$ cat src/fetch_pkg.sv
// Shared fetch constants; XLEN fixed at 32, OFFSET 2 assumes no compressed instructions
package fetch_pkg;

  // ------------------------------
  // Datapath widths
  // ------------------------------

  // Address and data word width
  localparam int XLEN = 32;

  // Always-zero low PC bits
  // Fixed at 2 because every fetch address is word aligned
  localparam int OFFSET = 2;

  // Sequential fetch increment in bytes
  localparam logic [XLEN-1:0] ILEN_BYTES = 32'd4;

  // ------------------------------
  // Reset state
  // ------------------------------

  // First fetch address after reset
  localparam logic [XLEN-1:0] BOOT_PC = 32'h0000_1000;

  // ------------------------------
  // Direction counters
  // ------------------------------

  // Bimodal 2-bit saturating counter
  typedef logic [1:0] bht_cnt_t;

  // Strongly not taken, lower saturation point
  localparam bht_cnt_t SNT = 2'd0;

  // Weakly not taken, value after reset
  localparam bht_cnt_t WNT = 2'd1;

  // Weakly taken
  localparam bht_cnt_t WT = 2'd2;

  // Strongly taken, upper saturation point
  localparam bht_cnt_t ST = 2'd3;

  // Upper bit set means predict taken
  // WT and ST predict taken, SNT and WNT do not
  // A single wrong outcome from a strong state keeps the prediction
  // Two wrong outcomes in a row flip it

endpackage

$ cat src/btb.sv
// Direct-mapped BTB; stores target without its OFFSET bits, entry kept only for taken branches
module btb #(
  parameter int BTB_BITS = 4
) (
  input  logic                                         clk_i,
  input  logic                                         rst_n_i,
  input  logic                                         flush_i,
  input  logic [fetch_pkg::XLEN-1:0]                   curr_pc_i,
  input  logic                                         res_valid_i,
  input  logic                                         res_taken_i,
  input  logic [fetch_pkg::XLEN-1:0]                   res_pc_i,
  input  logic [fetch_pkg::XLEN-1:0]                   res_target_i,
  output logic                                         hit_o,
  output logic [fetch_pkg::XLEN-fetch_pkg::OFFSET-1:0] target_o
);
  import fetch_pkg::*;

  // Number of entries
  localparam int BTB_ROWS = 1 << BTB_BITS;
  // Tag is everything above index and offset
  localparam int TAG_W = XLEN - BTB_BITS - OFFSET;

  // Entry storage, split into control and payload
  logic                   valid_q  [BTB_ROWS];
  logic [TAG_W-1:0]       tag_q    [BTB_ROWS];
  logic [XLEN-OFFSET-1:0] target_q [BTB_ROWS];

  // Read and write address fields
  logic [BTB_BITS-1:0] idx_r;
  logic [BTB_BITS-1:0] idx_w;
  logic [TAG_W-1:0]    tag_r;
  logic [TAG_W-1:0]    tag_w;

  // ------------------------------
  // Update from resolution
  // ------------------------------

  // Index and tag of the resolved branch
  assign idx_w = res_pc_i[BTB_BITS+OFFSET-1:OFFSET];
  assign tag_w = res_pc_i[XLEN-1:BTB_BITS+OFFSET];

  // Valid bits
  // Flush wins over a write in the same cycle
  // Taken resolution allocates, not taken deletes
  always_ff @(posedge clk_i or negedge rst_n_i) begin
    if (!rst_n_i) begin
      for (int i = 0; i < BTB_ROWS; i++) begin
        valid_q[i] <= 1'b0;
      end
    end else if (flush_i) begin
      for (int i = 0; i < BTB_ROWS; i++) begin
        valid_q[i] <= 1'b0;
      end
    end else if (res_valid_i) begin
      valid_q[idx_w] <= res_taken_i;
    end
  end

  // Tag and target, only meaningful while valid is set
  // Written on every taken resolution, a stale payload is harmless
  always_ff @(posedge clk_i) begin
    if (res_valid_i && res_taken_i) begin
      tag_q[idx_w]    <= tag_w;
      target_q[idx_w] <= res_target_i[XLEN-1:OFFSET];
    end
  end

  // ------------------------------
  // Lookup by fetch PC
  // ------------------------------

  // Index and tag of the current fetch address
  assign idx_r = curr_pc_i[BTB_BITS+OFFSET-1:OFFSET];
  assign tag_r = curr_pc_i[XLEN-1:BTB_BITS+OFFSET];

  // Hit needs a valid entry with a matching tag
  // Aliased PCs share an index but fail the tag compare
  assign hit_o = valid_q[idx_r] & (tag_q[idx_r] == tag_r);

  // Target is passed on unqualified, the consumer gates it with hit
  assign target_o = target_q[idx_r];

endmodule

$ cat src/bht.sv
// Bimodal table indexed by PC bits above OFFSET; no tags, so aliased branches share a counter
module bht #(
  parameter int BHT_BITS = 6
) (
  input  logic                       clk_i,
  input  logic                       rst_n_i,
  input  logic [fetch_pkg::XLEN-1:0] curr_pc_i,
  input  logic [fetch_pkg::XLEN-1:0] res_pc_i,
  input  logic                       res_valid_i,
  input  logic                       res_taken_i,
  output logic                       taken_o
);
  import fetch_pkg::*;

  // Number of counters
  localparam int BHT_ROWS = 1 << BHT_BITS;

  // Position of the direction bit inside a counter
  localparam int DIR_BIT = $bits(bht_cnt_t) - 1;

  // Counter storage
  bht_cnt_t cnt_q [BHT_ROWS];

  // Read and write indexes
  logic [BHT_BITS-1:0] idx_r;
  logic [BHT_BITS-1:0] idx_w;

  // Current and next value of the trained counter
  bht_cnt_t cnt_old;
  bht_cnt_t cnt_new;

  // ------------------------------
  // Training
  // ------------------------------

  // Counter addressed by the resolved branch
  assign idx_w   = res_pc_i[BHT_BITS+OFFSET-1:OFFSET];
  assign cnt_old = cnt_q[idx_w];

  // Saturating step toward the resolved direction
  always_comb begin
    // Hold by default, covers both saturation points
    cnt_new = cnt_old;
    if (res_taken_i) begin
      // Count up, stop at strongly taken
      if (cnt_old != ST) begin
        cnt_new = cnt_old + 2'd1;
      end
    end else begin
      // Count down, stop at strongly not taken
      if (cnt_old != SNT) begin
        cnt_new = cnt_old - 2'd1;
      end
    end
  end

  // Counter array
  // All counters start weakly not taken
  // Only the addressed counter changes on a resolution
  // Not cleared by flush, direction history survives it
  always_ff @(posedge clk_i or negedge rst_n_i) begin
    if (!rst_n_i) begin
      for (int i = 0; i < BHT_ROWS; i++) begin
        cnt_q[i] <= WNT;
      end
    end else if (res_valid_i) begin
      cnt_q[idx_w] <= cnt_new;
    end
  end

  // ------------------------------
  // Prediction
  // ------------------------------

  // Counter addressed by the fetch PC
  assign idx_r = curr_pc_i[BHT_BITS+OFFSET-1:OFFSET];

  // Predict taken on WT and ST
  // Same-cycle training is not forwarded, the old value is read
  assign taken_o = cnt_q[idx_r][DIR_BIT];

endmodule

$ cat src/pc_gen.sv
// Fetch PC register; redirect target is taken as given and assumed word aligned
module pc_gen (
  input  logic                                         clk_i,
  input  logic                                         rst_n_i,
  input  logic                                         fetch_ready_i,
  input  logic                                         btb_hit_i,
  input  logic                                         bht_taken_i,
  input  logic [fetch_pkg::XLEN-fetch_pkg::OFFSET-1:0] btb_target_i,
  input  logic                                         res_valid_i,
  input  logic                                         res_mispredict_i,
  input  logic                                         res_taken_i,
  input  logic [fetch_pkg::XLEN-1:0]                   res_pc_i,
  input  logic [fetch_pkg::XLEN-1:0]                   res_target_i,
  output logic [fetch_pkg::XLEN-1:0]                   pc_o,
  output logic [fetch_pkg::XLEN-1:0]                   pred_target_o,
  output logic                                         pred_taken_o
);
  import fetch_pkg::*;

  // Fetch PC register
  logic [XLEN-1:0] pc_q;
  logic [XLEN-1:0] pc_d;

  // Sequential successor of the fetch PC
  logic [XLEN-1:0] seq_pc;

  // BTB target widened back to a full address
  logic [XLEN-1:0] btb_pc;

  // Redirect request and its address
  logic            redirect;
  logic [XLEN-1:0] redirect_pc;

  // ------------------------------
  // Prediction
  // ------------------------------

  // Next word in program order
  assign seq_pc = pc_q + ILEN_BYTES;

  // Dropped offset bits are always zero
  assign btb_pc = {btb_target_i, {OFFSET{1'b0}}};

  // Taken only when the BTB knows the target and the counter agrees
  // A BTB hit with a not-taken counter falls through to PC + 4
  assign pred_taken_o = btb_hit_i & bht_taken_i;

  // Predicted successor of the current fetch PC
  assign pred_target_o = pred_taken_o ? btb_pc : seq_pc;

  // ------------------------------
  // Redirect from execute
  // ------------------------------

  // Only a mispredicted resolution steers fetch
  // Correct resolutions train the tables and nothing more
  assign redirect = res_valid_i & res_mispredict_i;

  // Actual successor of the resolved branch
  // Taken goes to the resolved target, not taken to the next word
  assign redirect_pc = res_taken_i ? res_target_i : (res_pc_i + ILEN_BYTES);

  // ------------------------------
  // Next PC
  // ------------------------------

  // Priority order
  // 1. Mispredict redirect, also while stalled
  // 2. Stall holds the current PC
  // 3. Predicted successor
  always_comb begin
    if (redirect) begin
      pc_d = redirect_pc;
    end else if (!fetch_ready_i) begin
      pc_d = pc_q;
    end else begin
      pc_d = pred_target_o;
    end
  end

  // PC register, starts at the boot address
  always_ff @(posedge clk_i or negedge rst_n_i) begin
    if (!rst_n_i) begin
      pc_q <= BOOT_PC;
    end else begin
      pc_q <= pc_d;
    end
  end

  // Registered fetch address to the tables and the fetch port
  assign pc_o = pc_q;

endmodule

$ cat src/fetch_predictor.sv
// Next-PC prediction top; no handshakes, resolutions are single-cycle strobes used on arrival
module fetch_predictor #(
  parameter int BTB_BITS = 4,
  parameter int BHT_BITS = 6
) (
  input  logic                       clk_i,
  input  logic                       rst_n_i,
  input  logic                       flush_i,
  input  logic                       fetch_ready_i,
  input  logic                       res_valid_i,
  input  logic [fetch_pkg::XLEN-1:0] res_pc_i,
  input  logic [fetch_pkg::XLEN-1:0] res_target_i,
  input  logic                       res_taken_i,
  input  logic                       res_mispredict_i,
  output logic [fetch_pkg::XLEN-1:0] pc_o,
  output logic                       pred_taken_o,
  output logic [fetch_pkg::XLEN-1:0] pred_target_o
);
  import fetch_pkg::*;

  // Fetch PC shared by both lookups
  logic [XLEN-1:0] curr_pc;

  // BTB lookup result
  logic                   btb_hit;
  logic [XLEN-OFFSET-1:0] btb_target;

  // Direction lookup result
  logic bht_taken;

  // ------------------------------
  // PC generator
  // ------------------------------
  pc_gen u_pc_gen (
    .clk_i            (clk_i),
    .rst_n_i          (rst_n_i),
    .fetch_ready_i    (fetch_ready_i),
    .btb_hit_i        (btb_hit),
    .bht_taken_i      (bht_taken),
    .btb_target_i     (btb_target),
    .res_valid_i      (res_valid_i),
    .res_mispredict_i (res_mispredict_i),
    .res_taken_i      (res_taken_i),
    .res_pc_i         (res_pc_i),
    .res_target_i     (res_target_i),
    .pc_o             (curr_pc),
    .pred_target_o    (pred_target_o),
    .pred_taken_o     (pred_taken_o)
  );

  assign pc_o = curr_pc;

  // Target buffer, cleared by flush
  btb #(
    .BTB_BITS (BTB_BITS)
  ) u_btb (
    .clk_i        (clk_i),
    .rst_n_i      (rst_n_i),
    .flush_i      (flush_i),
    .curr_pc_i    (curr_pc),
    .res_valid_i  (res_valid_i),
    .res_taken_i  (res_taken_i),
    .res_pc_i     (res_pc_i),
    .res_target_i (res_target_i),
    .hit_o        (btb_hit),
    .target_o     (btb_target)
  );

  // Direction counters, kept across flush
  bht #(
    .BHT_BITS (BHT_BITS)
  ) u_bht (
    .clk_i       (clk_i),
    .rst_n_i     (rst_n_i),
    .curr_pc_i   (curr_pc),
    .res_pc_i    (res_pc_i),
    .res_valid_i (res_valid_i),
    .res_taken_i (res_taken_i),
    .taken_o     (bht_taken)
  );

endmodule

$ cat config.mk
export PLATFORM = sky130hd
export DESIGN_NAME = fetch_predictor
export DESIGN_NICKNAME = d
export VERILOG_FILES = /design/src/fetch_pkg.sv /design/src/btb.sv /design/src/bht.sv /design/src/pc_gen.sv /design/src/fetch_predictor.sv
export SDC_FILE = /design/constraint.sdc
export NUM_CORES = 1
export LEC_CHECK = 0
export BUFFER_PORTS_ARGS = -buffer_cell sky130_fd_sc_hd__buf_2
export CORE_UTILIZATION = 50
export CTS_CLUSTER_SIZE = 16
export DETAILED_ROUTE_END_ITERATION = 10
export PLACE_DENSITY_LB_ADDON = 0.2
export SYNTH_ARGS = -nofsm -noshare
export SYNTH_HDL_FRONTEND = slang
export SYNTH_SLANG_ARGS = --single-unit
$ cat constraint.sdc
create_clock -name clk_i -period 5.8 [get_ports clk_i]
set_input_delay 1.74 -clock clk_i [delete_from_list [all_inputs] [get_ports clk_i]]
set_output_delay 1.74 -clock clk_i [all_outputs]
set_load 0.05 [all_outputs]
==> impl_table.tex <==
\begin{tabular}{lr}
\hline
Metric & Value \\
\hline
\multicolumn{2}{l}{\textbf{Outcome}} \\
Outcome & complete, but fails checks \\
Failing checks & negative setup slack \\
\multicolumn{2}{l}{\textbf{Placed design}} \\
Detailed placement HPWL & 83.43 mm \\
Cells after DPL & 3864 \\
PortBufs & 135 \\
Weighted congestion reported at the end of routability-driven placement & 0.9051 \\
\multicolumn{2}{l}{\textbf{Layout}} \\
Number of fill cells in the layout & 6640 \\
Post-Route Utilization & 59.09\% \\
Most frequent cells in the layout & sky130\_fd\_sc\_hd\_\_edfxtp\_1 (896), sky130\_fd\_sc\_hd\_\_mux4\_2 (248), sky130\_fd\_sc\_hd\_\_buf\_4 (148) \\
Layout cell share with drive strength beyond 1 & 36.18\% \\
Multi-input logic area & 13570 µm² \\
Post-layout net count & 2907 \\
Finished Layout Cells & 4109 \\
Layout overhead on the synthesized area & 16.88\% \\
Leading cell type in the layout, fill and taps excluded & sky130\_fd\_sc\_hd\_\_edfxtp\_1 \\
Combined flip-flop and latch cell area & 31400 µm² \\
\multicolumn{2}{l}{\textbf{Hold path}} \\
Endpoint with the worst hold slack & u\_bht.cnt\_q[11] \\
Number of instances on the worst hold path & 1 \\
Worst hold path type & reg -> reg \\
Beginning of the worst hold path & u\_bht.cnt\_q[11] \\
\multicolumn{2}{l}{\textbf{Logic synthesis}} \\
Net Count, Synth & 2625 \\
Fraction of the mapped netlist area in simple logic gates & 4.479\% \\
Leading register cell type out of synthesis & sky130\_fd\_sc\_hd\_\_edfxtp\_1 \\
Multiplexer fraction of the synthesized cell area & 18.51\% \\
Mapped cell area & 45650 µm² \\
Number of synthesized register bits & 1072 \\
Unique masters post-synth & 78 \\
Share of flip-flops with an asynchronous set or reset & 16.42\% \\
Number of flops mapped to enable cells by yosys & 896 \\
Average size of a mapped cell & 17.91 µm² \\
Gate count after technology mapping & 2549 \\
Main combinational cell family by area after synthesis & multiplexers \\
Post-synthesis adder-cell area fraction & 0.1809\% \\
Sequential element share of the synthesized area & 68.77\% \\
XOR/XNOR Fraction of Synth Area & 1.516\% \\
Yosys warning count & 0 \\
Share of the synthesized area in compound gates (AO/OA/AOI/OAI) & 4.383\% \\
\multicolumn{2}{l}{\textbf{Power and ir drop}} \\
Lkg Pwr & 18.61 nW \\
Worst IR drop on VDD & 0.3107 mV \\
Power density relative to cell area & 390.4 nW/µm² \\
\multicolumn{2}{l}{\textbf{Drt}} \\
Total number of vias & 26850 \\
Initial DRT Pass Iterations & 6 \\
Residual antenna-violating net count after detailed routing & 0 \\
Initial drt markers & 3361 \\
Detail-routed net length per standard cell & 32.94 µm \\
Count of unresolved DRC violations after routing & 0 \\
Via-to-Cell Ratio & 6.533 \\
Total wire length after detailed routing & 135.4 mm \\
\multicolumn{2}{l}{\textbf{Worst setup path}} \\
FF-to-FF path depth & 18 \\
Worst EP arrival & 4.66 ns \\
Largest stage delay on the critical path & 0.52 ns \\
Worst reg2reg setup slack & 1.26 ns \\
Slowest library cell on the worst path & sky130\_fd\_sc\_hd\_\_dfrtp\_4 \\
Buffers \& Inverters on Critical Path & 7 \\
Data required time of the worst path & 4.06 ns \\
CP endpoint kind & output port \\
Cell-by-cell trace of the critical path & buf\_4 > buf\_6 > mux4\_2 > mux2i\_1 > xor2\_1 > nand4\_1 > o41ai\_2 > buf\_4 > nand3\_1 > nor4b\_4 > buf\_6 > buf\_12 > buf\_12 > mux2\_4 > buf\_8 \\
Delay-heaviest family, CP & buffers and inverters \\
Worst reg2reg endpoint & u\_pc\_gen.pc\_o[3] \\
Worst reg2reg path startpoint & u\_pc\_gen.pc\_o[2] \\
CP Class & reg -> out \\
Category of the worst setup path launch point & register \\
CP max FO & 8 \\
\multicolumn{2}{l}{\textbf{Die}} \\
Row cnt & 110 \\
Core outline area & 90290 µm² \\
Chip Height & 304.1 µm \\
Full die area & 92500 µm² \\
Number of primary I/O pins & 136 \\
Initial Util & 50.56\% \\
Chip width & 304.1 µm \\
\multicolumn{2}{l}{\textbf{Timing}} \\
Final-report setup violation count & 33 \\
Max-slew violations & 0 \\
Max Clock Freq & 156.2 MHz \\
Worst-case hold slack & 0.5369 ns \\
Slew at the pin closest to its max-slew limit & 1.092 ns \\
Setup repair after global routing missed its margin & true \\
Number of endpoints with negative hold slack in the final report & 0 \\
Setup ws final & -0.6041 ns \\
Slew HR & 26.96\% \\
Skew final & 0.04928 ns \\
Minimum clock period & 6.404 ns \\
Post-route fraction of the period consumed by the critical path & 110.4\% \\
\multicolumn{2}{l}{\textbf{Global route}} \\
Initial antenna violation count & 14 \\
Total Routing Usage GR & 29.32\% \\
Maximum number of pins on one net before global-route repair & 103 \\
Via count of the first global-routing pass & 27020 \\
GRT Residual Overflow & 0 \\
First-pass GRT wire length & 194.1 mm \\
\multicolumn{2}{l}{\textbf{Clocking}} \\
Bufs on Longest Clock Path & 3 \\
Level count of the clock H-tree & 3 \\
Clock root buffer & sky130\_fd\_sc\_hd\_\_clkbuf\_16 \\
Total of hold buffers inserted after clock tree synthesis & 0 \\
Clock latency at the later pin of the worst-skew pair & 0.72 ns \\
CTS clk-pin slew, worst paths & 0.06 ns \\
Count of clock tree sinks & 1072 \\
CTS Buf Count & 108 \\
TritonCTS clock tree & built \\
\multicolumn{2}{l}{\textbf{Run}} \\
Number of max-cap violations & 0 \\
\hline
\end{tabular}
cells by family after synthesis:
| logic type | after synthesis |
|---|---|
| flops | 1072 |
| mux | 510 |
| simple gates | 410 |
| compound gates | 280 |
| buf+inv | 191 |
| xor+xnor | 79 |
| fa+ha+maj | 7 |
final cells by class:
cell class | count | share of cell area (%)
timing repair buffer | 332 | 5.694
sequential | 1072 | 58.86
antenna | 6 | 0.02814
tap | 1176 | 2.758
clock inverter | 61 | 1.400
clock buffer | 145 | 5.556
inverter | 31 | 0.2580
multi-input combinational | 1286 | 25.44
how the worst max path moves through the flow:
stage / startpoint / end / depth (start not counted)
after floorplan: u_pc_gen.pc_o[2] / pred_target_o[2] / 15
after global placement: u_pc_gen.pc_o[2] / pred_target_o[11] / 12
after detailed placement: u_pc_gen.pc_o[3] / pred_target_o[10] / 12
after CTS: u_pc_gen.pc_o[3] / pred_target_o[10] / 14
after global routing: u_pc_gen.pc_o[2] / pred_target_o[11] / 15
final: u_pc_gen.pc_o[2] / pred_target_o[10] / 15
sequential cells by signal, summed over array words and instances, names as in the netlist:
| signal | count |
|---|---|
| u_pc_gen.pc_o | 32 |
| u_btb.valid_q | 16 |
| u_bht.cnt_q | 128 |
| u_btb.tag_q | 416 |
| u_btb.target_q | 480 |
what timing repair did:
item	4_1_cts	5_1_grt
endpoints found under the setup margin	33	33
setup buffers	25	2
cloned	8	0
pin swaps	5	1
gates resized for setup	154	10
metal layers:
layer	global-route usage [%]	up-vias	wire length (µm)
met5	0	-	86
met3	6.498	256	13750
met4	8.795	16	4275
met2	45.76	1609	63790
met1	41.54	14090	53470
li1	-	10880	-
synthesized netlist by cell type, drive strengths merged (6+ instances only):
library cell	number	area, µm²
clkbuf	80	307.8
nand4	26	162.7
a22o	15	131.4
nand3	55	275.3
a31o	26	227.7
nor3	15	75.07
nor2	78	292.8
o21ai	50	250.2
o31ai	8	60.06
a211o	6	52.55
a31oi	9	56.30
xor2	28	245.2
dfstp	65	1708
nor2b	16	100.1
o211ai	9	67.56
a221oi	11	108.9
a211oi	6	45.04
nand2b	10	62.56
a21oi	34	170.2
and3	18	112.6
mux2i	93	930.9
dfrtp	111	2778
nor4	6	37.54
a22oi	78	585.6
nand2	128	480.5
buf	75	516.7
mux4	248	5585
mux2	169	1933
xnor2	51	446.7
inv	28	105.1
or3	13	81.33
edfxtp	896	26910
and2	13	81.33
stage by stage:
step	worst slack, ns	instance area, µm²	total power [mW]	setup TNS, ns
2_1_floorplan	0.03090	45650	11.78	0
3_3_place_gp	-0.1503	48550	13.24	-3.886
3_5_place_dp	-0.2255	48550	13.29	-5.707
4_1_cts	-0.5117	53280	20.80	-14.62
5_1_grt	-0.6716	53340	21.38	-19.93
6_report	-0.6041	53350	20.83	-17.50
worst reg2reg max path: stages, from the launching register on:
cell                      delay (ns)
sky130_fd_sc_hd__dfrtp_4        0.52
sky130_fd_sc_hd__buf_4          0.22
sky130_fd_sc_hd__buf_6          0.19
sky130_fd_sc_hd__mux4_2         0.53
sky130_fd_sc_hd__mux2i_1        0.22
sky130_fd_sc_hd__xor2_1         0.28
sky130_fd_sc_hd__nand4_1        0.22
sky130_fd_sc_hd__o41ai_2        0.13
sky130_fd_sc_hd__buf_4          0.18
sky130_fd_sc_hd__nand3_1        0.14
sky130_fd_sc_hd__nor4b_4        0.31
sky130_fd_sc_hd__buf_6          0.17
sky130_fd_sc_hd__buf_12         0.17
sky130_fd_sc_hd__buf_16         0.16
sky130_fd_sc_hd__mux2_4         0.33
sky130_fd_sc_hd__buf_4          0.14
sky130_fd_sc_hd__buf_4          0.12
sky130_fd_sc_hd__buf_4          0.12
sky130_fd_sc_hd__a31o_2         0.26
where the power goes:
part | internal [mW] | total (mW) | switching (mW)
Clock | 4.23 | 7.25 | 3.02
Combinational | 2.14 | 4.78 | 2.64
Sequential | 8.60 | 8.80 | 0.196
Power figures use the tool's default switching activity.
